<file path="config.mk">
export PLATFORM = sky130hd
export DESIGN_NAME = retire_counter
export DESIGN_NICKNAME = d
export VERILOG_FILES = /design/src/hdl/trace_pkg.sv /design/src/hdl/retire_counter.sv
export SDC_FILE = /design/constraint.sdc
export NUM_CORES = 1
export LEC_CHECK = 0
export BUFFER_PORTS_ARGS = -buffer_cell sky130_fd_sc_hd__buf_2
export CAP_MARGIN = 10
export CORE_ASPECT_RATIO = 1.75
export CORE_UTILIZATION = 53
export DETAILED_ROUTE_END_ITERATION = 10
export PLACE_DENSITY = 0.75
export SYNTH_ARGS = -nofsm -noshare
export SYNTH_HDL_FRONTEND = slang
export SYNTH_SLANG_ARGS = --single-unit
</file>
<file path="constraint.sdc">
create_clock -name itf -period 2.31 [get_ports itf]
set_input_delay 0.462 -clock itf [delete_from_list [all_inputs] [get_ports itf]]
set_output_delay 0.462 -clock itf [all_outputs]
set_load 0.02 [all_outputs]
</file>
<file path="src/hdl/trace_pkg.sv">
`default_nettype none

package trace_pkg;

    // Data and address width of the core
    localparam int XLEN = 32;
    // Records held by the trace buffer
    localparam int TRACE_DEPTH = 16;
    // Buffer pointer and fill level widths
    localparam int PTR_W = $clog2(TRACE_DEPTH);
    localparam int LEVEL_W = PTR_W + 1;
    // Saturating dropped-record counter
    localparam int DROP_W = 16;
    localparam int REG_IDX_W = 5;
    // One mask bit per byte lane
    localparam int MASK_W = XLEN / 8;
    // Branch-to-self loop, taken as end of program
    localparam logic [XLEN-1:0] HALT_INSN = 32'h0000_0063;

    typedef logic [XLEN-1:0] word_t;
    typedef logic [REG_IDX_W-1:0] reg_idx_t;
    typedef logic [MASK_W-1:0] mask_t;

    // Per-stage hold levels from the core
    typedef struct packed {
        logic id;
        logic ex;
        logic mem;
        logic wb;
    } stall_t;

    // Word entering ID and its predicted successor
    typedef struct packed {
        word_t insn;
        word_t pc;
        word_t pc_next;
    } fetch_tap_t;

    // Forwarded operands and branch resolution in EX
    typedef struct packed {
        word_t rs1_rdata;
        word_t rs2_rdata;
        logic  redirect;
        word_t redirect_pc;
    } ex_tap_t;

    // Data port of the core
    typedef struct packed {
        word_t addr;
        word_t rdata;
        word_t wdata;
        logic  read;
        logic  write;
        mask_t byte_enable;
    } mem_tap_t;

    // Write-back view, valid low for a bubble
    typedef struct packed {
        logic     valid;
        reg_idx_t rs1;
        reg_idx_t rs2;
        reg_idx_t rd;
        word_t    rd_wdata;
    } wb_tap_t;

    // One record per retired instruction
    typedef struct packed {
        word_t    order;
        word_t    insn;
        word_t    pc_rdata;
        word_t    pc_wdata;
        reg_idx_t rs1_addr;
        reg_idx_t rs2_addr;
        word_t    rs1_rdata;
        word_t    rs2_rdata;
        reg_idx_t rd_addr;
        word_t    rd_wdata;
        word_t    mem_addr;
        mask_t    mem_rmask;
        mask_t    mem_wmask;
        word_t    mem_rdata;
        word_t    mem_wdata;
        logic     halt;
    } commit_rec_t;

    typedef enum logic [1:0] {
        IDLE,
        CAPTURE,
        HALTED
    } trace_state_t;

    // Reader-visible summary
    typedef struct packed {
        trace_state_t        state;
        logic [LEVEL_W-1:0]  level;
        logic [DROP_W-1:0]   dropped;
        word_t               retired;
    } trace_status_t;

endpackage

`default_nettype wire

</file>
<file path="src/hdl/retire_counter.sv">
`default_nettype none

module retire_counter (
    input  logic                          itf,
    input  logic                          rst,
    input  logic                          flush,
    input  logic                          capture,
    input  logic                          full,
    output trace_pkg::word_t              order,
    output logic [trace_pkg::DROP_W-1:0]  dropped
);

    // Order of the next record, also the retired count
    always_ff @(posedge itf) begin
        if (rst || flush) begin
            order <= '0;
        end else if (capture) begin
            // Dropped records still consume an order number
            order <= order + 1'b1;
        end
    end

    // Captures that found the buffer full
    always_ff @(posedge itf) begin
        if (rst || flush) begin
            dropped <= '0;
        end else if (capture && full) begin
            // Stick at all ones
            if (dropped != '1) begin
                dropped <= dropped + 1'b1;
            end
        end
    end

endmodule

`default_nettype wire

</file>
# Word level (Yosys, flattened, before mapping)
# Index checks and enable logic that the tools add are counted.
# Widths: inputs -> output; s select.
# word_totals
regBits,48
output_inout_bits,48
# op_classes
addsub,2
eq_ne,1
reduce_logical,3
# ops
op,count
$add 32x1->32 const B,1
$add 16x1->16 const B,1
$ne 16x16->1 const B,1
$reduce_and 2->1,1
$logic_and 1x1->1,1
$logic_or 1x1->1,1

# Depth between registers and ports, before layout
# logic_depth
ltp_word,2
ltp_mapped,7

# Worst setup path after synthesis
# Ideal clock, no wire load.
# synth_timing
path_type,reg-to-reg
from,register dropped[0] (netlist name)
to,register dropped[1] (netlist name)
setup_time_ns,0.128
t_arrival_ns,2.022
setup_slack_ns,0.160
stages_incl_launch_ff,8
path_cell_list,dfxtp_1 ha_1 nand4_1 o41ai_1 clkbuf_1 buf_2 mux2i_1 nor2_1
# synth_via
elab_chain_len,2
elab_cells_between_ends,3
cone_classes,add/sub: 1; eq/ne: 1; reduce/logical: 1
# synth_lines
item,line_no,source
start: declaration,retire_counter.sv:10,output logic [trace_pkg::DROP_W-1:0] dropped
start signal: assignment,retire_counter.sv:30,dropped <= dropped + 1'b1;
"parallel branches: the longest is 2 deep, another holds $add 16x1->16",-,
# Parallel ways; which one is timed is not known.
# A chain may end at the register's enable or synchronous reset.

# Worst setup path in the final report
# layout_timing
from,register order[4]
to,register order[31]
# layout_via
elab_chain_len,1
# layout_lines
item,line_no,source
start: declaration,retire_counter.sv:9,"output trace_pkg::word_t order,"
start signal: assignment,retire_counter.sv:19,order <= order + 1'b1;
$add 32x1->32,retire_counter.sv:19,
# No other way between the ends.

==> qor.yml <==
status: "finished, final reports clean"
critical_path.n_buffers_inverters: 0
effective_utilization_at_floorplan_pct: 55.5
core-area_um2: 4110
grt_pass1_wl_um: 8950
critPathLaunchType: "flip-flop"
fin_area_um2: 2800
cell_type_with_the_highest_occurrence_count_on_the_critical_path: "or4_1"
critPathArrivalTime_ns: 2.36
netlist.area_leader.share_pct: 42.1
final_cell_count_no_fill: 386
worstSkewPairLatency_ns: 0.31
placement.setup.worst_slack_ns: 0.149
power_per_cell_area_nw_per_um2: 533
setup_repair_after_global_routing_missed_its_margin: "no"
critical-path-top-delay-family: "simple AND/OR/NAND/NOR gates"
synth_common_cells: "48 x dfxtp_1, 32 x a21oi_1, 18 x nand4_1"
cpMaxStageDelayCell: "or4_1"
cts-buffers-inserted: 5
hold_class: "in2reg"
synthesis.area_um2: 2280
share_of_flip_flops_with_an_asynchronous_set_or_reset_pct: 0
placed_cells_incl_taps: 378
first_global_vias: 2071
min_from: "rst"
synth.area.mux_share_pct: 0.878
worst-setup-path-type: "reg2reg"
place.port_buffers: 52
share_of_the_synthesized_area_in_compound_gates_ao_oa_aoi_oai_pct: 18.0
gp_routability_congestion: 0.808
mappedNetlistNets: 280
clock-skew-final_ns: 0.0146
cpPeakStageDelay_ns: 0.74
post_synth_inst_count: 273
route.top_layer_used: "met4"
maxClockFrequency_ghz: 0.471
final.period_utilization_pct: 92.0
setup_viols_final: 0
design.portCount: 53
setup-tns-final_ns: 0
route.detailed.vias_per_inst: 6.05
yosys_register_bits: 48
post-synth-top-count-cell: "dfxtp_1"
synthesis_to_layout_area_growth_pct: 22.8
tightestPinTransition_ns: 0.448
critical_path.cell_chain: "nand3_4, or4_1, or4_1, a21oi_1"
post_cts.resized_instances: 0
power.leakage_nw: 1.03
iteration_0_drc_count_of_the_detailed_router: 73
final_period_minus_worst_setup_slack_ns: 2.13
yosys.area_share.adder_pct: 1.10
m1WireLength_um: 2220
maxSlewViolCount: 0
synth_top_family_by_area: "simple AND/OR/NAND/NOR gates"
row_count: 31
finalHoldWorstSlack_ns: 0.470
dpl-instance-area_um2: 2690
cp_data_required_time_ns: 2.54
final_core_util_pct: 68.1
clk_pin_slew_ns: 0.10
dr_pass1_iterations: 4
met3_wirelength_um: 193
clock_tree.root_cell: "clkbuf_8"
floorplan.die.width_um: 51.6
seq_area_frac_synth_pct: 42.1
net_count_final: 343
layout-drive-gt1-share_pct: 23.4
report.power.total_mw: 1.49
final_hold_violations: 0
yosys.area_share.simple_pct: 29.8
ctsHoldBuffers: 0
max_slew_margin_pct: 70.1
grt_usage_pct: 25.5
crit_path_start: "order[4]"
cts_sinks: 48
cts_htree_levels: 2
final_routed_wirelength_across_all_metal_layers_um: 5530
synth_flop_cell: "dfxtp_1"
xor_and_xnor_area_share_after_synthesis_pct: 4.22
crit_fanout: 13
synth_largest_area_cell: "dfxtp_1"
dpl.hpwl_um: 4030
peakVddDrop_mv: 0.700
cts_setup_buffers: 0
post-route-worst-setup-slack_ns: 0.185
final_global_route_overflow_total: 0
routed-via-count: 2337
drc_errors: 0
synth_warnings: 0
r2r-start: "order[4]"
antenna_cells: 0
drv.max_cap_violation_count: 0
cts_tree: "yes"
routed_wire_length_per_instance_um: 14.3
ant_nets: 0
syn-mean-instance-area_um2: 8.36
ys_top_cells_by_area: "dfxtp_1 42%, a21oi_1 7.0%, or4_1 5.6%"
dieHeight_um: 88.8
met2WireLength_um: 2970
pin_count_of_the_biggest_net_entering_global_routing: 28
count_of_flip_flops_with_a_built_in_enable_after_synthesis: 0
antenna_violations_before_repair: 0
setup.worst_path.end_class: "flip-flop"
cts_max_path_buffers: 2
die_area_um2: 4580
netlist-cell-type-count: 32
[sequential cells by signal (all words and copies together), names as in the netlist]
signal   cells
dropped     16
order       32
[routing by layer]
layer | vias to the layer above | GRT usage [%]
met2 | 63 | 46.3
met1 | 1098 | 27.6
met5 | - | 0
met4 | 0 | 13.5
met3 | 15 | 3.95
li1 | 1161 | -
[layout by cell type (no fill, tap or decap)]
cell type   instances
buf_4              15
nor3_1              5
bufinv_16           1
clkinvlp_4          1
or4_1              17
nand3_4             1
nor2_1             17
or2_2               1
and4_1              4
xor2_1              5
o311ai_0            2
o21ai_0            17
xnor2_1             6
or3_1              16
buf_2              52
or2_1               1
dfxtp_1            48
and3_1              5
clkinv_2            1
nor4_1              2
mux2i_1             2
and2_1              1
nand4_1            18
nand3_1            15
a311oi_1            1
buf_12              1
a21oi_1            32
clkbuf_8            5
nand2_1            16
o31ai_1            15
inv_1               9
a41o_1              1
ha_1                2
o41ai_2             1
o2111ai_1           1
[tightest hold or removal path, delay by kind of cell]
kind	cells	cell delay, ns
and+or+nand+nor	2	0.11
buffers and inverters	1	0.08
AOI/OAI and AO/OA	1	0.09
[final cells by class]
type	instances	area (um^2)
multi-input cells	204	1240
fillers	378	1310
repair buffers	68	393
well taps	49	61.3
flip-flops and latches	48	961
clock buffers	5	68.8
inverters	9	33.8
clock inverters	3	42.5
[power breakdown]
group	leakage (nW)	switching, mW	internal (mW)
Clock	0.0541	0.294	0.321
Combinational	0.586	0.0296	0.0166
Sequential	0.387	0.00250	0.829
Total	1.03	0.327	1.17
[cell families (layout without fill, tap and decap cells)]
group,Yosys count,count (layout)
compound gates,70,70
xor+xnor,11,11
fa+ha+maj,2,2
buf+inv,21,85
flops,48,48
mux,2,2
simple gates,119,119
[path summary, 6_finish.rpt]
kind                    end  slack, ns  cells after the start
setup reg to reg  order[31]       0.18                      4
setup / recovery  order[31]       0.18                      4
hold reg to reg   order[31]       0.51                      2
hold / removal    order[21]       0.47                      4
Note: power is estimated with default switching activity, not from simulation.
