## config.mk

```make
export PLATFORM = sky130hd
export DESIGN_NAME = trace_ctrl
export DESIGN_NICKNAME = d
export VERILOG_FILES = /design/src/hdl/trace_pkg.sv /design/src/hdl/trace_ctrl.sv
export SDC_FILE = /design/constraint.sdc
export NUM_CORES = 1
export LEC_CHECK = 0
export BUFFER_PORTS_ARGS = -buffer_cell sky130_fd_sc_hd__clkbuf_2
export CAP_MARGIN = 5
export CORE_AREA = 2 2 39 41
export DETAILED_ROUTE_END_ITERATION = 10
export DIE_AREA = 0 0 41 43
export PLACE_DENSITY_LB_ADDON = 0.12
export SETUP_SLACK_MARGIN = 0.15
export SLEW_MARGIN = 20
export SYNTH_ARGS = -nofsm -noshare
export SYNTH_HDL_FRONTEND = slang
export SYNTH_SLANG_ARGS = --single-unit
```

## constraint.sdc

```tcl
create_clock -name itf -period 1 [get_ports itf]
set_input_delay 0.2 -clock itf [delete_from_list [all_inputs] [get_ports itf]]
set_output_delay 0.2 -clock itf [all_outputs]
set_load 0.05 [all_outputs]
```

## src/hdl/trace_pkg.sv

```systemverilog
`default_nettype none

package trace_pkg;

    // Data and address width of the core
    localparam int XLEN = 32;
    // Records held by the trace buffer
    localparam int TRACE_DEPTH = 16;
    // Buffer pointer and fill level widths
    localparam int PTR_W = $clog2(TRACE_DEPTH);
    localparam int LEVEL_W = PTR_W + 1;
    // Saturating dropped-record counter
    localparam int DROP_W = 16;
    localparam int REG_IDX_W = 5;
    // One mask bit per byte lane
    localparam int MASK_W = XLEN / 8;
    // Branch-to-self loop, taken as end of program
    localparam logic [XLEN-1:0] HALT_INSN = 32'h0000_0063;

    typedef logic [XLEN-1:0] word_t;
    typedef logic [REG_IDX_W-1:0] reg_idx_t;
    typedef logic [MASK_W-1:0] mask_t;

    // Per-stage hold levels from the core
    typedef struct packed {
        logic id;
        logic ex;
        logic mem;
        logic wb;
    } stall_t;

    // Word entering ID and its predicted successor
    typedef struct packed {
        word_t insn;
        word_t pc;
        word_t pc_next;
    } fetch_tap_t;

    // Forwarded operands and branch resolution in EX
    typedef struct packed {
        word_t rs1_rdata;
        word_t rs2_rdata;
        logic  redirect;
        word_t redirect_pc;
    } ex_tap_t;

    // Data port of the core
    typedef struct packed {
        word_t addr;
        word_t rdata;
        word_t wdata;
        logic  read;
        logic  write;
        mask_t byte_enable;
    } mem_tap_t;

    // Write-back view, valid low for a bubble
    typedef struct packed {
        logic     valid;
        reg_idx_t rs1;
        reg_idx_t rs2;
        reg_idx_t rd;
        word_t    rd_wdata;
    } wb_tap_t;

    // One record per retired instruction
    typedef struct packed {
        word_t    order;
        word_t    insn;
        word_t    pc_rdata;
        word_t    pc_wdata;
        reg_idx_t rs1_addr;
        reg_idx_t rs2_addr;
        word_t    rs1_rdata;
        word_t    rs2_rdata;
        reg_idx_t rd_addr;
        word_t    rd_wdata;
        word_t    mem_addr;
        mask_t    mem_rmask;
        mask_t    mem_wmask;
        word_t    mem_rdata;
        word_t    mem_wdata;
        logic     halt;
    } commit_rec_t;

    typedef enum logic [1:0] {
        IDLE,
        CAPTURE,
        HALTED
    } trace_state_t;

    // Reader-visible summary
    typedef struct packed {
        trace_state_t        state;
        logic [LEVEL_W-1:0]  level;
        logic [DROP_W-1:0]   dropped;
        word_t               retired;
    } trace_status_t;

endpackage

`default_nettype wire

```

## src/hdl/trace_ctrl.sv

```systemverilog
`default_nettype none

module trace_ctrl (
    input  logic                    itf,
    input  logic                    rst,
    input  logic                    start,
    input  logic                    clear,
    input  logic                    commit,
    input  logic                    halt,
    output trace_pkg::trace_state_t state,
    output logic                    capture,
    output logic                    flush
);
    import trace_pkg::*;

    trace_state_t state_next;

    always_comb begin
        state_next = state;
        case (state)
            IDLE: begin
                // Wait for the reader to arm
                if (start) begin
                    state_next = CAPTURE;
                end
            end
            CAPTURE: begin
                // Halt record still goes out on this edge
                if (commit && halt) begin
                    state_next = HALTED;
                end
            end
            HALTED: begin
                // Parked until clear
                state_next = HALTED;
            end
            default: begin
                state_next = IDLE;
            end
        endcase
        // Clear wins over everything else
        if (clear) begin
            state_next = IDLE;
        end
    end

    always_ff @(posedge itf) begin
        if (rst) begin
            state <= IDLE;
            // Empty buffer and counters once more after reset
            flush <= 1'b1;
        end else begin
            state <= state_next;
            // Buffer and counters empty on the edge after clear
            flush <= clear;
        end
    end

    // Only commits seen while capturing produce records
    assign capture = commit && (state == CAPTURE);

endmodule

`default_nettype wire

```

* Word-level counts from Yosys, hierarchy flattened
Index checks and enable logic that the tools add are counted.
Storage, ports and cells: register bits 3, input bits 6, word-level logic and storage cells 14
Operators by class: equal/unequal tests 4, mux-type cells 3, reductions and logical operators 5
Operators by type and width (count):
- 2-bit one-hot mux with 3 select lines | 1
- 2-bit 2-to-1 mux | 2
- 2-bit inequality test (second input constant) | 2
- 2-bit by 1-bit equality test with 1-bit output (second input constant) | 1
- 2-bit equality test (second input constant) | 1
- 1-bit logical AND | 2
- 2-bit zero test | 1
- 2-bit AND reduction | 1
- 2-bit OR reduction | 1

* Depth between registers and ports, before layout
Gate-level depths: netlist of the first run.
depth after elaboration 3, mapped depth 5, mapped depth without buffers 5

* Worst setup path before layout of the first run
OpenSTA, ideal clock, no wires.
kind reg2out, start point register state[0], end point output port capture, arrival 1.317 ns, required time 0.800 ns, setup slack -0.517 ns, cell stages (with the launch flop) 3, cell sequence dfxtp_1 ha_1 and2_1
Between the ends: cells in the longest elaborated chain, start to end 2
Ends and longest elaborated chain:
- start: declaration | line trace_ctrl.sv:10 | output trace_pkg::trace_state_t state,
- start signal: assignment | line trace_ctrl.sv:53 | state <= state_next;
- 2-bit by 1-bit equality test with 1-bit output | line trace_ctrl.sv:60 | assign capture = commit && (state == CAPTURE);
- 1-bit logical AND | line trace_ctrl.sv:60
- end: declaration | line trace_ctrl.sv:11 | output logic capture,
No other way between the ends.

* Worst setup path in the final report of the first run
start point register state[1], end point output port capture
The elaborated chain is that of the path after synthesis.

==> results of run 1 <==
layer usage:
metal,global-route usage [%],wire [µm],vias to the layer above
met5,0,0,-
met4,2.00,0,0
met3,9.42,75,0
met2,9.06,203,12
met1,6.39,159,71
li1,-,-,92
synth_stat cells (all sizes together):
master  number
a211oi       1
a21bo        1
a21oi        1
and2         1
dfxtp        3
ha           2
inv          4
mux2i        1
nand2        2
nor2         1
o21ai        1
critical path, stage by stage (launching register included):
cell	delay, ns
dfxtp_4	0.35
inv_4	0.04
ha_4	0.14
and2_4	0.13
clkbuf_16	0.16
metrics by stage:
step / cells / hold WS, ns / worst slack (ns)
detailed placement: 46 / 0.452 / -0.0958
floorplan: 18 / 0.338 / -0.122
global placement: 46 / 0.452 / -0.0978
CTS: 51 / 0.206 / -0.261
finish: 52 / 0.204 / -0.254
global route: 52 / 0.225 / -0.302
layout by cell type, fill, tap and decap left out:
cell,count
a21bo_4,1
mux2i_1,1
inv_4,1
a21oi_2,1
nand2_1,2
dfxtp_4,2
buf_6,2
buf_4,3
clkbuf_4,3
ha_1,1
buf_8,1
clkbuf_2,5
ha_4,1
and2_4,1
a211oi_2,1
nor2_1,1
clkbuf_16,3
dfxtp_2,1
o21ai_2,1
clkbuf_1,1
inv_1,3
report_power, final:
| group | internal [µW] | leakage (µW) | switching (µW) |
|---|---|---|---|
| Combinational | 60.1 | 0.000143 | 50.6 |
| Clock | 150 | 0.0000150 | 67.3 |
| Sequential | 123 | 0.0000259 | 5.37 |
| Total | 333 | 0.000184 | 123 |
registers in the layout, summed over array words and instances, names as in the netlist:
name and count:
state 2, flush 1
worst paths after layout:
| check | to | cells after the start | slack [ns] |
|---|---|---|---|
| max | capture | 4 | -0.25 |
| min | flush | 3 | 0.20 |
| max reg2reg | state[1] | 5 | -0.06 |
| min reg2reg | state[1] | 4 | 0.69 |
logic make-up after synthesis:
family                   Yosys count  share of synthesized area [%]
buffers and inverters              4                           8.82
flip-flops                         3                           35.3
adder cells (fa/ha/maj)            2                           14.7
multiplexers                       1                           5.88
AO/OA/AOI/OAI                      4                           25.0
AND/OR/NAND/NOR                    4                           10.3
repair_timing:
action                     CTS  global route
setup buffers                1             1
pin swaps                    3             0
gates resized for setup     14             1
setup endpoints to repair    6             6
hold buffers                 0             0
final cells by class:
class	count	area, µm²
Timing Repair Buffer	14	160
Sequential cell	3	68.8
Inverter	4	17.5
Tap cell	16	20.0
Multi-Input combinational cell	11	114
Fill cell	153	977
Clock buffer	4	26.3
==> metrics.txt, run 1 <==
GP Congestion=0.616; Num Clock Sinks=3; CTS Buffer Depth=2; Util after Layout=between 20 and 30%; Worst-Margin Slew=between 0.15 and 0.2 ns; GR Util All Layers=7.01%; Area growth syn-to-layout=139%; RSZ-0062 raised after global routing=true; CP arrival=1.05 ns; Fin. Hold Viols=0; total nets after synthesis=26; Placed Instance Area=287 µm²; fin nets=45; vias in the first global route=just over 200; number of remaining DRC errors=0; setup ws final=-0.254 ns; Vias/cell=roughly 3.4; Hold WC Path Type=input port to flip-flop; Pleak=0.000184 µW; beginning of the worst hold path=rst; routed vias=175; Pins Over Slew Limit=0; CTS H-Tree Depth=1; GRT overflow=0; post-synthesis sequential area ratio=35.3%; Inserted Diodes=0; starting density of the core=12.3%; die area=1760 µm²; flops & latches, synth=3; initial antenna violation count=0; clock slew at reported path FFs=around 0.04 ns; Worst-Skew Late Latency=0.23 ns; placeable core area=1380 µm²; final period utilization=125%; Critical Path RT=around 0.80 ns; post-route ant nets=0; Pwr Total=456 µW; PwrDens=around 1100 nW/µm²; total of max-cap violations=0; CP max FO=2; Worst Setup Start Kind=flip-flop; Die H=43 µm; share of cells above drive strength 1=75.0%; Row Count=14; # IOs=10; Synth Cell Area=roughly 170 µm²; maximum VDD drop=693 µV; first-pass iteration count of the detailed router=1; Synth Instances=18; first-pass GRT wire length=724 µm; Worst R2R Start=state[1]; Die X=approximately 41 µm; per-cell routed wire length=8.40 µm; TNS Setup=-0.570 ns; failing checks=negative setup slack; CTS tree=yes; Root Buffer=clkbuf_4; Final Skew=roughly 0.0026 ns; fmax=797 MHz; final WL=437 µm; Yosys warning total=0; synth unique cells=11; cell taking the most area after synthesis=dfxtp_1; fin area=407 µm²; largest net degree at the start of global routing=4; Crit. End Element=output pin; largest cells by area after synthesis=dfxtp_1 (35%), ha_1 (15%), a21bo_4 (9.6%), inv_1 (8.8%), a211oi_2 (7.4%); 1st-iter DRT viols=0; CP startpoint=state[1]; min Tclk post-route=between 1 and 1.5 ns; status=complete, but fails checks; Num CTS Buffers=3; Mapped Avg Cell Area=between 9 and 10 µm²; Finish-stage setup viols=5; PortBufs=9; Max-slew headroom=87.9%; top-area cell type share of the netlist area=35.3%; crit path kind=flip-flop to output pin
Note: power is estimated with default switching activity, not from simulation.
==> inputs of run 2 (changes only) <==
--- a/config.mk
+++ b/config.mk
@@ -12,2 +12,3 @@
 export DIE_AREA = 0 0 41 43
+export HOLD_SLACK_MARGIN = 0.08
 export PLACE_DENSITY_LB_ADDON = 0.12
==> constraint.sdc (replaced) <==
create_clock -name itf -period 1 [get_ports itf]
set_input_delay 0.15 -clock itf [delete_from_list [all_inputs] [get_ports itf]]
set_output_delay 0.15 -clock itf [all_outputs]
set_load 0.05 [all_outputs]
==> run 2 against run 1 <==
Compared with the run above: the run still ends with negative setup slack left; first-iteration DRC count unchanged; clock-buffer cell count did not move; final cell count shrank 1.9%; total power shrank 2.2%; sequential share of layout area decreased by 0.052 points; largest power group unchanged.
==> metrics.txt, run 2 (synthesis gave the netlist of run 1 again) <==
status=complete, but fails checks; failing checks=negative setup slack; Final Skew=0.0000125 ns (-0.00256 ns); Util after Layout=29.5% (+0.090 points); CP startpoint=state[1]; RSZ-0062 raised after global routing=true; Fin. Hold Viols=0 (unchanged); die area=1760 µm² (unchanged); Num CTS Buffers=3 (unchanged); Largest register FFs=2 (unchanged); CTS tree=yes; Row Count=14 (unchanged); most frequent cells in the layout=clkbuf_2 (5), clkbuf_4 (3), clkbuf_16 (3), buf_4 (3); Num Clock Sinks=3 (unchanged); Hold WC Path Type=input port to flip-flop; CP Buf/Inv Count=2 (unchanged); share of cells above drive strength 1=80.0% (+5.0 points); Critical Path Max Stage Delay=0.34 ns (about the same); per-cell routed wire length=7.84 µm (-6.7%); placeable core area=1380 µm² (unchanged); DP Cell Count=45 (-2.2%); top sig layer=met3; Pins Over Slew Limit=0 (unchanged); largest registers=state (2), flush (1); Worst Setup Start Kind=flip-flop; worst-path cell chain=inv_4 > ha_4 > and2_4 > clkbuf_16; GRT overflow=0 (unchanged); CP arrival=1.05 ns (about the same); number of remaining DRC errors=0 (unchanged); Crit. End Element=output pin; GP Congestion=0.649 (+5.4%); PortBufs=9 (unchanged); Worst R2R Start=state[0]; first-pass GRT wire length=627 µm (-13%); crit-path leading delay family=flip-flops; GR Util All Layers=5.52% (-1.5 points); maximum VDD drop=453 µV (-35%); Critical Path RT=0.85 ns (+0.05 ns); metal2 WL=209 µm (+3.0%); wl on met1=159 µm (unchanged); total of max-cap violations=0 (unchanged); CTS H-Tree Depth=1 (unchanged); fin nets=44 (-2.2%); Area growth syn-to-layout=140%; largest net degree at the start of global routing=5 (+1); initial antenna violation count=0 (unchanged); PwrDens=1090 nW/µm² (-2.5%); 1st-iter DRT viols=0 (unchanged); Root Buffer=clkbuf_4; final WL=400 µm (-8.5%); Max-slew headroom=87.4% (-0.48 points); # IOs=10 (unchanged); fin area=408 µm² (+0.31%); min Tclk post-route=1.20 ns (-0.0583 ns); setup ws final=-0.196 ns (+0.0583 ns); Inserted Diodes=0 (unchanged); post-route insts no fill=51 (-1.9%); vias in the first global route=181 (-12%); beginning of the worst hold path=rst; Vias/cell=3.45 (+2.5%); Pleak=0.000175 µW (-4.4%); starting density of the core=12.3% (unchanged); post-route ant nets=0 (unchanged); Largest Register=state; clock slew at reported path FFs=0.04 ns (about the same); Placed Instance Area=278 µm² (-3.1%); first-pass iteration count of the detailed router=1 (unchanged); crit path kind=flip-flop to output pin; CTS Buffer Depth=2 (unchanged); final period utilization=120% (-5.8 points); Finish-stage setup viols=4 (-1); Crit-path slowest cell=dfxtp_4; cts hold-fix bufs=0 (unchanged); Pwr Total=446 µW (-2.2%); CP max FO=2 (unchanged); fmax=836 MHz (+4.9%); metal3 WL=30 µm (-60%); Die H=43 µm (unchanged); Fin Hold WS=0.164 ns (-0.0403 ns); routed vias=176 (+0.57%); Worst-Margin Slew=0.188 ns (+0.00723 ns); Worst-Skew Late Latency=0.23 ns (about the same); most common cell after layout, fill and taps aside=clkbuf_2; Die X=41 µm (unchanged)
-- run 2: cell types whose count changed in the layout (fill, tap and decap cells not counted) --
cell / delta
ha_4: +1
inv_2: +1
inv_1: -1
ha_1: -1
buf_6: -1
-- run 2: final cells by class --
cell class              count  area (µm²)
well taps                  16        20.0
multi-input cells          11         126
fillers                   149         976
clock buffers               4        26.3
repair buffers             13         149
inverters                   4        17.5
flip-flops and latches      3        68.8
-- run 2: what timing repair did --
item / CTS / global route
cloned: 0 / 0
pin swaps: 4 / 1
setup buffers: 2 / 0
hold endpoints to repair: 0 / 0
setup endpoints to repair: 6 / 6
gates resized for setup: 14 / 4
-- run 2: per-stage QoR --
| step | worst slack (ns) | setup TNS (ns) |
|---|---|---|
| floorplan | -0.119 | -0.297 |
| global placement | -0.0743 | -0.190 |
| detailed placement | -0.0713 | -0.201 |
| CTS | -0.211 | -0.467 |
| global route | -0.232 | -0.612 |
| finish | -0.196 | -0.401 |
-- run 2: path summary, 6_finish.rpt --
| path | to | slack (ns) | cells after the start |
|---|---|---|---|
| setup reg to reg | state[1] | -0.06 | 4 |
| hold reg to reg | state[0] | 0.56 | 2 |
| setup / recovery | capture | -0.20 | 4 |
| hold / removal | flush | 0.16 | 3 |
-- run 2: report_power, final --
part	internal (µW)	switching (µW)
sequential	123	6.84
combinational	57.5	49.9
clock	149	59.8
-- run 2: worst min-delay path: stages --
cell      delay [ns]
clkbuf_2        0.07
nor2_1          0.05
inv_1           0.08
-- run 2: routing by layer --
metal,global-route usage (%),vias up
met2,7.81,8
li1,-,91
met5,0,-
met4,6.00,0
met1,5.77,77
met3,1.57,0
