File: src/hdl/trace_pkg.sv
`default_nettype none

package trace_pkg;

    // Data and address width of the core
    localparam int XLEN = 32;
    // Records held by the trace buffer
    localparam int TRACE_DEPTH = 16;
    // Buffer pointer and fill level widths
    localparam int PTR_W = $clog2(TRACE_DEPTH);
    localparam int LEVEL_W = PTR_W + 1;
    // Saturating dropped-record counter
    localparam int DROP_W = 16;
    localparam int REG_IDX_W = 5;
    // One mask bit per byte lane
    localparam int MASK_W = XLEN / 8;
    // Branch-to-self loop, taken as end of program
    localparam logic [XLEN-1:0] HALT_INSN = 32'h0000_0063;

    typedef logic [XLEN-1:0] word_t;
    typedef logic [REG_IDX_W-1:0] reg_idx_t;
    typedef logic [MASK_W-1:0] mask_t;

    // Per-stage hold levels from the core
    typedef struct packed {
        logic id;
        logic ex;
        logic mem;
        logic wb;
    } stall_t;

    // Word entering ID and its predicted successor
    typedef struct packed {
        word_t insn;
        word_t pc;
        word_t pc_next;
    } fetch_tap_t;

    // Forwarded operands and branch resolution in EX
    typedef struct packed {
        word_t rs1_rdata;
        word_t rs2_rdata;
        logic  redirect;
        word_t redirect_pc;
    } ex_tap_t;

    // Data port of the core
    typedef struct packed {
        word_t addr;
        word_t rdata;
        word_t wdata;
        logic  read;
        logic  write;
        mask_t byte_enable;
    } mem_tap_t;

    // Write-back view, valid low for a bubble
    typedef struct packed {
        logic     valid;
        reg_idx_t rs1;
        reg_idx_t rs2;
        reg_idx_t rd;
        word_t    rd_wdata;
    } wb_tap_t;

    // One record per retired instruction
    typedef struct packed {
        word_t    order;
        word_t    insn;
        word_t    pc_rdata;
        word_t    pc_wdata;
        reg_idx_t rs1_addr;
        reg_idx_t rs2_addr;
        word_t    rs1_rdata;
        word_t    rs2_rdata;
        reg_idx_t rd_addr;
        word_t    rd_wdata;
        word_t    mem_addr;
        mask_t    mem_rmask;
        mask_t    mem_wmask;
        word_t    mem_rdata;
        word_t    mem_wdata;
        logic     halt;
    } commit_rec_t;

    typedef enum logic [1:0] {
        IDLE,
        CAPTURE,
        HALTED
    } trace_state_t;

    // Reader-visible summary
    typedef struct packed {
        trace_state_t        state;
        logic [LEVEL_W-1:0]  level;
        logic [DROP_W-1:0]   dropped;
        word_t               retired;
    } trace_status_t;

endpackage

`default_nettype wire

File: src/hdl/shadow_pipe.sv
`default_nettype none

module shadow_pipe (
    input  logic                   itf,
    input  trace_pkg::fetch_tap_t  fetch,
    input  trace_pkg::ex_tap_t     ex,
    input  trace_pkg::mem_tap_t    mem,
    input  trace_pkg::wb_tap_t     wb,
    input  trace_pkg::stall_t      stall,
    output logic                   commit,
    output trace_pkg::commit_rec_t rec
);
    import trace_pkg::*;

    // ID stage copies
    word_t insn_id;
    word_t pc_id;
    word_t pc_wdata_id;

    // EX stage copies
    word_t insn_ex;
    word_t pc_ex;
    word_t pc_wdata_ex;
    word_t rs1_rdata_ex;
    word_t rs2_rdata_ex;

    // MEM stage copies
    word_t insn_mem;
    word_t pc_mem;
    word_t pc_wdata_mem;
    word_t rs1_rdata_mem;
    word_t rs2_rdata_mem;

    // WB stage copies
    word_t insn_wb;
    word_t pc_wb;
    word_t pc_wdata_wb;
    word_t rs1_rdata_wb;
    word_t rs2_rdata_wb;

    // Data access latched alongside WB
    word_t mem_addr_wb;
    word_t mem_rdata_wb;
    word_t mem_wdata_wb;
    mask_t mem_rmask_wb;
    mask_t mem_wmask_wb;

    // Each stage holds exactly when the core's stage holds
    always_ff @(posedge itf) begin
        if (!stall.id) begin
            insn_id     <= fetch.insn;
            pc_id       <= fetch.pc;
            // Prediction already chosen by the core
            pc_wdata_id <= fetch.pc_next;
        end
    end

    always_ff @(posedge itf) begin
        if (!stall.ex) begin
            insn_ex      <= insn_id;
            pc_ex        <= pc_id;
            pc_wdata_ex  <= pc_wdata_id;
            // Operands after forwarding
            rs1_rdata_ex <= ex.rs1_rdata;
            rs2_rdata_ex <= ex.rs2_rdata;
        end
    end

    always_ff @(posedge itf) begin
        if (!stall.mem) begin
            insn_mem      <= insn_ex;
            pc_mem        <= pc_ex;
            // Resolved branch or jump overrides the prediction
            pc_wdata_mem  <= ex.redirect ? ex.redirect_pc : pc_wdata_ex;
            rs1_rdata_mem <= rs1_rdata_ex;
            rs2_rdata_mem <= rs2_rdata_ex;
        end
    end

    always_ff @(posedge itf) begin
        if (!stall.wb) begin
            insn_wb      <= insn_mem;
            pc_wb        <= pc_mem;
            pc_wdata_wb  <= pc_wdata_mem;
            rs1_rdata_wb <= rs1_rdata_mem;
            rs2_rdata_wb <= rs2_rdata_mem;
            // Memory access of the instruction leaving MEM
            mem_addr_wb  <= mem.addr;
            mem_rdata_wb <= mem.rdata;
            mem_wdata_wb <= mem.wdata;
            mem_rmask_wb <= mem.read ? '1 : '0;
            mem_wmask_wb <= mem.write ? mem.byte_enable : '0;
        end
    end

    // Real instruction leaving WB on this edge
    assign commit = wb.valid && !stall.wb;

    always_comb begin
        // Order is stamped by the counter downstream
        rec.order     = '0;
        rec.insn      = insn_wb;
        rec.pc_rdata  = pc_wb;
        rec.pc_wdata  = pc_wdata_wb;
        rec.rs1_addr  = wb.rs1;
        rec.rs2_addr  = wb.rs2;
        rec.rs1_rdata = rs1_rdata_wb;
        rec.rs2_rdata = rs2_rdata_wb;
        // x0 writes are reported as no write
        rec.rd_addr   = wb.rd;
        rec.rd_wdata  = (wb.rd == '0) ? '0 : wb.rd_wdata;
        rec.mem_addr  = mem_addr_wb;
        rec.mem_rmask = mem_rmask_wb;
        rec.mem_wmask = mem_wmask_wb;
        rec.mem_rdata = mem_rdata_wb;
        rec.mem_wdata = mem_wdata_wb;
        rec.halt      = (insn_wb == HALT_INSN);
    end

endmodule

`default_nettype wire

File: config.mk
export PLATFORM = sky130hd
export DESIGN_NAME = shadow_pipe
export DESIGN_NICKNAME = d
export VERILOG_FILES = /design/src/hdl/trace_pkg.sv /design/src/hdl/shadow_pipe.sv
export SDC_FILE = /design/constraint.sdc
export NUM_CORES = 1
export LEC_CHECK = 0
export BUFFER_PORTS_ARGS = -buffer_cell sky130_fd_sc_hd__buf_2
export CELL_PAD_IN_SITES_DETAIL_PLACEMENT = 1
export CELL_PAD_IN_SITES_GLOBAL_PLACEMENT = 1
export CORE_AREA = 2 2 271 273
export DETAILED_ROUTE_END_ITERATION = 10
export DIE_AREA = 0 0 273 275
export PLACE_DENSITY = 0.7
export SETUP_SLACK_MARGIN = 0.3
export SKIP_CTS_REPAIR_TIMING = 1
export SLEW_MARGIN = 0
export SYNTH_ARGS = -nofsm -noshare
export SYNTH_HDL_FRONTEND = slang
export SYNTH_SLANG_ARGS = --single-unit
File: constraint.sdc
create_clock -name itf -period 6.65 [get_ports itf]
set_input_delay 0.665 -clock itf [delete_from_list [all_inputs] [get_ports itf]]
set_output_delay 0.665 -clock itf [all_outputs]
set_load 0.01 [all_outputs]
Word-level counts from Yosys, hierarchy flattened
Index checks and enable logic that the tools add are counted.

storage, ports and cells
  bits of input ports = 348
  bits in registers = 680
  output and inout bits = 345
  logic and storage cells = 30

operators by class
  equality and inequality tests = 1
  reduce and logical (&&, ||, !) cells = 3
  mux-type cells = 3

operators with widths
  cell                   number
  $mux W32               2
  $eq A32 B7 Y1 const B  1
  $logic_not A5 Y1       1
  $mux W4                1
  $logic_and A1 B1 Y1    1
  $logic_not A1 Y1       1

Longest topological paths before layout
Gate-level depths: netlist of the first run.

  depth in word-level cells = 2
  depth in mapped cells = 4
  gate-level depth less buffers = 3

Least setup slack after synthesis of the first run
OpenSTA, ideal clock, no wires.

  path kind = input-to-reg
  from = input stall[0] (netlist bit)
  to = register insn_wb[0] (enable)
  path buffers = 0
  required time = 6.040 ns
  library setup time = 0.610 ns
  stages = 1
  setup slack = 0.348 ns
  arrival time = 5.691 ns
  cells stage by stage = inv_1

RTL lines
  item                  line               RTL
  from (decl)           shadow_pipe.sv:9   input trace_pkg::stall_t stall,
  to (signal assigned)  shadow_pipe.sv:82  insn_wb <= insn_mem;
  to (decl)             shadow_pipe.sv:35  word_t insn_wb;

No word-level cell between the ends.

==> out/metrics.csv, run 1 <==
stage,metric,value,unit
critical_path,worst_r2r_startpoint,pc_wdata_ex[6],
timing,slew_headroom,28.1,%
critical_path,startpoint_type,register,
critical_path,max_stage_delay,0.69,ns
power_and_ir_drop,p_per_area,337,nW/µm²
clock_network,cts_made_buffers,73,
finish,fin_nets,1865,
synth,ys_types,18,
routing,drtIter0Drc,599,
synth,ys_ff_latch,677,
routing,drt_wl_total,56.1,mm
routing,drt_first_pass_iters,4,
clock_network,cts_root_buf,clkbuf_16,
hold_path,hold_path_class,primary input to register,
floorplanning,io_pins,693,
critical_path,crit_fanout,2,
power_and_ir_drop,ir_drop,203,µV
synth,synth_seq_area_share,94.8,%
global_routing,grt_overflow,0,
global_routing,grtUsageTotal,14.2,%
timing,rsz0062_at_grt,no,
floorplanning,dieArea,75100,µm²
global_routing,grt_pass1_vias,10900,
timing,fmax,0.316,GHz
synth,netlist_top_cells_area,"edfxtp_1, buf_4, mux2_2",
placement,placedInstanceArea,25600,µm²
synth,avgSynthCellArea,26.1,µm²
placement,finalWeightedCongestion,0.989,
critical_path,critPathArrivalTime,2.50,ns
outcome,status,finished clean,
critical_path,r2r-end,pc_wdata_mem[6],
hold_path,holdPathStages,1,
global_routing,grt_max_degree,122,
synth,synth_ff_type,edfxtp_1,
job,drv_cap,0,
clock_network,clk_latency,0.60,ns
placement,portBuffers,640,
global_routing,grt_pass1_wl,75.6,mm
critical_path,path_buf_inv,1,
timing,setup_viol_count_final,0,
critical_path,crit_cells,4,
critical_path,end_kind,primary output,
timing,min_period_over_period,47.6,%
critical_path,cp.required,5.98,ns
synth,synth-edff-count,677,
critical_path,setup.worst_path.end,rec[0],
synth,synthCells,822,
floorplanning,fp.dieW,273,µm
finish,drive_gt1_share,49.9,%
power_and_ir_drop,finalPower,9.39,mW
routing,wl_per_cell,22.1,µm
finish,syn2layout_area_growth,29.8,%
synth,synth_top_area_share,94.8,%
timing,period_minus_slack,3.16,ns
critical_path,r2r_slack,5.75,ns
synth,yosysMostFrequentCell,edfxtp_1,
synth,yosysTopAreaCell,edfxtp_1,
timing,worst_pin_slew,1.08,ns
critical_path,critPathTopFamily,simple AND/OR/NAND/NOR gates,
synth,async_flop_share,0,%
routing,post-route-drc-count,0,
clock_network,clock_path_buffers,3,
routing,vias,10300,
synth,synth.top_cells.by_count,"edfxtp_1, buf_4, nor2b_1, mux2_2, nor4_1",
floorplanning,die_h,275,µm
floorplanning,start_util,29.7,%
timing,report.final.slew_viol_count,0,
clock_network,clk_pin_slew,0.06,ns
global_routing,grt_antenna_before_repair,31,
placement,dp_hpwl,41.0,mm
critical_path,startpoint,insn_wb[25],
synth,yosysWarnings,0,
floorplanning,rows,99,
critical_path,slowest_stage,nor3_1,
critical_path,path_class,register to primary output,
timing,holdWs,0.231,ns
routing,ant_nets,0,
clock_network,htree_levels,3,
synth,synth_area,21500,µm²
routing,avgViaCountPerCell,4.05,
critical_path,worstRegToRegCells,1,
critical_path,worstPathCellList,nor4_1 -> nand4_1 -> nor3_1 -> buf_2,
finish,finalInstanceArea,27900,µm²
clock_network,cts_tree,built,
timing,hold_viol_final,0,
timing,fin_setup_tns,0,ns
floorplanning,coreArea,72300,µm²
clock_network,numClockSinks,677,
timing,clock_skew,0.0165,ns
finish,fillers,7222,
power_and_ir_drop,p_leak,10.6,nW
-- where the power goes --
| part | switching (mW) | leakage (nW) | internal, mW | total, mW |
|---|---|---|---|---|
| clock network | 1.63 | 1.07 | 2.17 | 3.80 |
| logic | 0.288 | 2.91 | 0.171 | 0.459 |
| registers | 0.0855 | 6.63 | 5.05 | 5.14 |
-- layout by cell type (no fill, tap or decap) --
cell,netlist,final
clkinv_2,0,8
inv_16,0,1
mux2_1,1,1
nand2_1,1,1
nor4b_1,2,2
nor2b_1,33,33
clkbuf_16,0,74
buf_2,3,640
buf_4,53,6
clkinvlp_4,0,5
nor2_4,1,1
nor3_1,1,1
mux2_2,31,31
inv_6,0,9
nor4_1,5,5
clkinv_1,0,12
or4_4,1,1
inv_4,0,1
conb_1,1,32
edfxtp_1,677,677
nor2_1,1,1
and2_1,4,4
clkbuf_1,1,15
clkinv_8,0,1
diode_2,0,6
inv_8,0,1
nand4_1,2,2
bufinv_16,0,3
-- how the worst min path moves through the flow --
stage | start | to | slack, ns
after floorplan | insn_id[0] | insn_ex[0] | 0.40
after global placement | pc_wdata_mem[9] | pc_wdata_wb[9] | 0.40
after detailed placement | pc_wdata_id[24] | pc_wdata_ex[24] | 0.41
after CTS | mem[44] | mem_rdata_wb[6] | 0.17
after global routing | mem[36] | mem_wdata_wb[30] | 0.19
final | mem[44] | mem_rdata_wb[6] | 0.23
-- through the flow --
step	instances	util [%]	setup slack, ns
global placement	2401	35.4	3.79
global route	2530	38.5	3.23
floorplan	853	-	0.348
detailed placement	2401	35.4	3.74
finish	2533	38.5	3.49
CTS	2527	38.5	3.23
-- logic make-up after synthesis --
family / count (synthesis) / share of synthesized area [%]
buffers and inverters: 61 / 2.01
muxes: 32 / 1.68
and+or+nand+nor: 51 / 1.53
other: 1 / 0.0175
DFF: 677 / 94.8
-- layout make-up --
type                    count  area, µm²  share of cell area (%)
inverters                   4       35.0                   0.126
well taps                 959       1200                    4.31
multi-input cells         115        808                    2.90
clock buffers              89       1910                    6.85
clock inverters            37        310                    1.11
diodes                      6       15.0                  0.0539
flip-flops and latches    677      20300                    73.0
repair buffers            646       3250                    11.7
-- metal layers --
layer	GRT usage, %	up-vias	part of all wire (%)
li1	-	4587	-
met1	14.6	5074	35
met2	25.5	462	53
met3	6.24	119	9.8
met4	5.32	26	2.7
met5	0	-	0.29
(Power assumes the default switching activity.)
==> run 2, diff against run 1 <==
- CORE_AREA: 2 2 271 273 -> 2 2 270 272
- DIE_AREA: 0 0 273 275 -> 0 0 272 274
- PLACE_DENSITY: 0.7 -> 0.68
- clock period: 6.65 -> 3.2 ns (I/O delays scaled with it)
==> run 2 against run 1 <==
Compared with the run above:
- sequential share of layout area down 7.1 points
- worst setup slack worse by 2.9 ns
- largest cell class unchanged
- clock power grew 110%
- non-clock buffer count increased by 286
- wire length is 4.5% higher
- clock skew up 0.0049 ns
- utilization up 4.3 points
==> out/metrics.csv, run 2 (same netlist as run 1, synthesis figures left out) <==
stage,metric,value,unit,change
timing,hold_viol_final,0,,unchanged
global_routing,grtUsageTotal,13.3,%,-0.90 points
critical_path,critPathArrivalTime,2.28,ns,-0.22 ns
floorplanning,io_pins,693,,unchanged
timing,rsz0062_at_grt,no,,
clock_network,clock_path_buffers,3,,unchanged
floorplanning,fp.dieW,272,µm,-0.37%
timing,fin_ws,0.599,ns,-2.89 ns
critical_path,cp.required,2.88,ns,-3.10 ns
critical_path,path_class,register to primary output,,
power_and_ir_drop,switchingPower,4.37,mW,+120%
power_and_ir_drop,power_frac_clock,40.0,%,-0.4 points
clock_network,clk_latency,0.60,ns,about the same
clock_network,cts_tree,built,,
finish,syn2layout_area_growth,43.7,%,
clock_network,htree_levels,3,,unchanged
routing,drtIter0Drc,549,,-8.3%
routing,vias,11400,,+11%
power_and_ir_drop,netSwitchingFraction,21.9,%,+0.63 points
timing,worst_pin_slew,0.842,ns,-0.236 ns
global_routing,grt_overflow,0,,unchanged
power_and_ir_drop,intPower,15.6,mW,+110%
critical_path,crit_fanout,2,,unchanged
power_and_ir_drop,ir_drop,469,µV,+130%
timing,report.final.slew_viol_count,0,,unchanged
clock_network,cts_root_buf,clkbuf_16,,
critical_path,end_kind,primary output,,
timing,setup_viol_count_final,0,,unchanged
power_and_ir_drop,power_frac_seq,53.7,%,-1.0 points
timing,min_period_over_period,81.3,%,
power_and_ir_drop,finalPower,19.9,mW,+110%
clock_network,cts_made_buffers,74,,+1.4%
power_and_ir_drop,p_per_area,646,nW/µm²,+92%
critical_path,startpoint_type,register,,
floorplanning,rows,99,,unchanged
global_routing,grt_pass1_vias,10700,,-0.96%
clock_network,numClockSinks,677,,unchanged
placement,portBuffers,640,,unchanged
floorplanning,start_util,29.8,%,+0.15 points
timing,slew_headroom,43.8,%,+16 points
routing,avgViaCountPerCell,4.06,,about the same
timing,clock_skew,0.0213,ns,+0.00486 ns
clock_network,clk_pin_slew,0.06,ns,about the same
timing,fmax,0.384,GHz,
timing,period_minus_slack,2.60,ns,
global_routing,grt_max_degree,88,,-28%
placement,dp.cells,2408,,+0.29%
job,drv_cap,0,,unchanged
power_and_ir_drop,p_leak,11.9,nW,+12%
floorplanning,dieArea,74500,µm²,-0.73%
placement,pre_cts_ws,0.954,ns,-2.79 ns
global_routing,grt_antenna_before_repair,4,,-87%
floorplanning,die_h,274,µm,-0.36%
routing,ant_nets,0,,unchanged
placement,finalWeightedCongestion,1.07,,+8.2%
routing,drt_wl_total,58.6,mm,+4.5%
placement,dp_hpwl,37.7,mm,-7.9%
finish,mostFrequentLayoutCell,edfxtp_1,,
floorplanning,coreArea,72000,µm²,-0.51%
power_and_ir_drop,pwr-share-comb,6.4,%,+1.5 points
finish,mostFrequentLayoutCells,"edfxtp_1, buf_2, dlygate4sd3_1, clkbuf_16, nor2b_1",,
routing,wl_per_cell,20.8,µm,-6.1%
finish,drive_gt1_share,42.9,%,-6.9 points
outcome,status,finished clean,,
routing,drt_first_pass_iters,4,,unchanged
finish,fin_nets,2152,,+15%
global_routing,grt_pass1_wl,71.9,mm,-4.8%
routing,post-route-drc-count,0,,unchanged
finish,finalNonFillerCells,2819,,+11%
hold_path,hold_path_class,primary input to register,,
==> run 2: changes by cell type in the layout (fill, tap and decap cells not counted), sizes merged <==
cell / before / now
buf: 646 / 653
diode: 6 / 4
clkbuf: 89 / 87
dlygate4sd3: 0 / 279
inv: 12 / 7
bufinv: 3 / 2
clkinv: 21 / 31
==> run 2: layout make-up <==
type,instances,area (µm²)
multi-input combinational,115,813
clock buffer,87,1900
timing repair buffer,932,6210
tap,959,1200
clock inverter,41,350
antenna,4,10.0
sequential,677,20300
inverter,4,28.8
fill,7066,41100
==> run 2: through the flow <==
stage / instance area [µm²] / utilization (%) / TNS [ns] / hold slack (ns)
after global placement: 25800 / 35.8 / 0 / 0.400
final: 30800 / 42.9 / 0 / 0.0238
after CTS: 28000 / 38.9 / 0 / -0.173
after global routing: 30800 / 42.9 / 0 / -0.000785
after detailed placement: 25800 / 35.8 / 0 / 0.405
after floorplan: 21600 / - / -349.80 / 0.400
==> run 2: final timing paths <==
| kind | start | to | slack [ns] | depth (start not counted) |
|---|---|---|---|---|
| worst min-delay path | mem[2] | mem_wmask_wb[2] | 0.02 | 2 |
| worst max-delay path | insn_wb[25] | rec[0] | 0.60 | 4 |
| worst max register to register | pc_wdata_ex[23] | pc_wdata_mem[23] | 2.23 | 1 |
| worst min register to register | rs1_rdata_ex[16] | rs1_rdata_mem[16] | 0.41 | 0 |
==> run 2: per-layer routing <==
layer  up-vias  GRT usage, %  share of wire [%]
met3        98          6.73                8.3
met2       485          22.9                 53
met5         -         0.385                  0
met4         0          4.58                2.6
li1       5155             -                  -
met1      5696          14.0                 36
==> run 2: critical path: stages (launching register included) <==
cell      delay (ns)
edfxtp_1        0.38
nor4_1          0.43
nand4_1         0.25
nor3_2          0.41
buf_2           0.21
==> run 2: power by group through the flow <==
| stage | Clock [mW] | Sequential (mW) | Combinational, mW |
|---|---|---|---|
| floorplan | 0 | 11.0 | 0.267 |
| global placement | 0 | 10.8 | 0.955 |
| detailed placement | 0 | 10.9 | 0.979 |
| CTS | 8.19 | 10.7 | 0.982 |
| global route | 8.56 | 10.7 | 1.36 |
| finish | 7.97 | 10.7 | 1.27 |
==> run 3, diff against run 2 <==
- CORE_AREA: 2 2 270 272 -> 2 2 271 273
- DIE_AREA: 0 0 272 274 -> 0 0 273 275
- PLACE_DENSITY: 0.68 -> 0.7
- clock period: 3.2 -> 2.38 ns (I/O delays scaled with it)
==> run 3 against run 2 <==
Compared with the run above:
- clock power up 39%
- die area up 0.73%
- register-to-register slack worse by 0.78 ns
- combinational power up 41%
- critical path depth up 1
- via count up 2.3%
- worst setup slack worse by 0.35 ns
- sequential power up 35%
- clock-buffer cell count up 3
- sequential cell count unchanged
- power up 37%
- sequential share of layout area down 0.98 points
- largest cell class unchanged
==> out/metrics.csv, run 3 (same netlist as run 1, synthesis figures left out) <==
stage,metric,value,unit,change
routing,wl_per_cell,21.6,µm,+3.7%
clock_network,htree_levels,3,,unchanged
timing,fin_setup_tns,0,ns,unchanged
timing,clock_skew,0.0366,ns,+0.0153 ns
timing,hold_viol_final,0,,unchanged
power_and_ir_drop,p_per_area,870,nW/µm²,+35%
clock_network,clk_latency,0.61,ns,about the same
routing,vias,11700,,+2.3%
placement,finalWeightedCongestion,1.05,,-2.1%
finish,mostFrequentLayoutCell,edfxtp_1,,
finish,fin_util,43.3,%,+0.43 points
global_routing,grt_max_degree,87,,-1.1%
global_routing,grtUsageTotal,13.8,%,+0.56 points
finish,drive_gt1_share,43.0,%,+0.096 points
routing,drt_first_pass_iters,5,,+1
critical_path,path_buf_inv,2,,+1
critical_path,end_kind,primary output,,
routing,drt_wl_total,61.7,mm,+5.2%
global_routing,grt_overflow,0,,unchanged
timing,setup_viol_count_final,0,,unchanged
timing,slew_headroom,51.8,%,+8.0 points
global_routing,grt_pass1_vias,11200,,+3.8%
routing,ant_nets,0,,unchanged
power_and_ir_drop,ir_drop,610,µV,+30%
clock_network,cts_made_buffers,74,,unchanged
finish,fin_nets,2185,,+1.5%
timing,fmax,0.468,GHz,
clock_network,clk_pin_slew,0.06,ns,about the same
clock_network,cts_tree,built,,
finish,mostFrequentLayoutCells,"edfxtp_1, buf_2, dlygate4sd3_1, clkbuf_16, nor2b_1",,
clock_network,cts_root_buf,clkbuf_16,,
critical_path,r2r_slack,1.45,ns,-0.78 ns
power_and_ir_drop,power_frac_clock,40.6,%,+0.6 points
floorplanning,rows,99,,unchanged
routing,post-route-drc-count,0,,unchanged
timing,rsz0062_at_grt,yes,,
global_routing,grt_antenna_before_repair,8,,+4
outcome,status,finished clean,,
clock_network,clock_path_buffers,3,,unchanged
power_and_ir_drop,netSwitchingFraction,21.8,%,-0.10 points
critical_path,slowest_stage,edfxtp_1,,
critical_path,path_class,register to primary output,,
placement,portBuffers,640,,unchanged
placement,dp.cells,2424,,+0.66%
finish,syn2layout_area_growth,45.9,%,
timing,period_minus_slack,2.13,ns,
placement,pre_cts_ws,0.437,ns,-0.518 ns
critical_path,startpoint_type,register,,
clock_network,numClockSinks,677,,unchanged
critical_path,cp.required,2.14,ns,-0.74 ns
critical_path,crit_top_cell,buf_4,,
critical_path,max_stage_delay,0.41,ns,-0.02 ns
timing,fin_ws,0.245,ns,-0.354 ns
power_and_ir_drop,switchingPower,5.94,mW,+36%
timing,min_period_over_period,89.7,%,
critical_path,critPathArrivalTime,1.90,ns,-0.38 ns
timing,holdWs,0.0327,ns,+0.00890 ns
floorplanning,coreArea,72300,µm²,+0.52%
routing,avgViaCountPerCell,4.09,,+0.82%
global_routing,grt_pass1_wl,74.8,mm,+4.0%
power_and_ir_drop,intPower,21.3,mW,+37%
power_and_ir_drop,pwr-share-comb,6.6,%,+0.2 points
finish,finalNonFillerCells,2861,,+1.5%
routing,drtIter0Drc,671,,+22%
critical_path,crit_fanout,2,,unchanged
critical_path,critPathTopFamily,simple AND/OR/NAND/NOR gates,,
hold_path,hold_path_class,primary input to register,,
floorplanning,io_pins,693,,unchanged
power_and_ir_drop,power_frac_seq,52.8,%,-0.9 points
job,drv_cap,0,,unchanged
finish,fillers,7139,,+1.0%
power_and_ir_drop,p_leak,12.1,nW,+1.7%
floorplanning,start_util,29.7,%,-0.15 points
floorplanning,die_h,275,µm,+0.36%
floorplanning,fp.dieW,273,µm,+0.37%
critical_path,worstPathCellList,nor4b_2 -> buf_4 -> nand4_1 -> nor3_2 -> buf_4,,
timing,worst_pin_slew,0.721,ns,-0.121 ns
floorplanning,dieArea,75100,µm²,+0.73%
timing,report.final.slew_viol_count,0,,unchanged
placement,dp_hpwl,40.2,mm,+6.6%
## run 3: changes by cell type in the layout (fill, tap and decap cells not counted), moves of 3 or more
cell           previous run  this run
clkinv_1                  9        18
nor4_1                    5         2
buf_4                     4        17
buf_12                    9        13
clkinv_2                 18        13
dlygate4sd3_1           279       296
## run 3: worst paths after layout
path | from | end | depth (start not counted)
worst min-delay path | mem[4] | mem_wmask_wb[3] | 2
worst min register to register | rs2_rdata_ex[1] | rs2_rdata_mem[1] | 0
worst max-delay path | insn_wb[14] | rec[0] | 5
worst max register to register | pc_wdata_ex[23] | pc_wdata_mem[23] | 1
## run 3: stage by stage
stage	power, mW	cell area, µm²
2_1_floorplan	15.1	21600
3_3_place_gp	15.9	26000
3_5_place_dp	16.0	26000
4_1_cts	27.1	28300
5_1_grt	28.2	31300
6_report	27.2	31300
## run 3: power by group through the flow
stage | Combinational [mW] | Clock, mW | Sequential, mW
final | 1.79 | 11.1 | 14.4
after global routing | 1.91 | 11.8 | 14.5
after CTS | 1.37 | 11.3 | 14.4
after detailed placement | 1.36 | 0 | 14.6
after global placement | 1.33 | 0 | 14.5
after floorplan | 0.359 | 0 | 14.7
## run 3: cell type report
cell class              instances  area, µm²  share of cell area, %
clock inverters                45        372                   1.19
flip-flops and latches        677      20300                   64.9
multi-input cells             115        856                   2.73
well taps                     959       1200                   3.83
repair buffers                965       6550                   20.9
clock buffers                  90       1950                   6.24
inverters                       4       30.0                 0.0959
diodes                          6       15.0                 0.0480
## run 3: layer usage
layer	vias to the layer above	routed length, µm	GRT usage, %
li1	5237	-	-
met1	5837	22400	14.9
met2	507	31900	23.5
met3	114	5470	6.33
met4	4	1840	5.81
met5	-	23	1.00
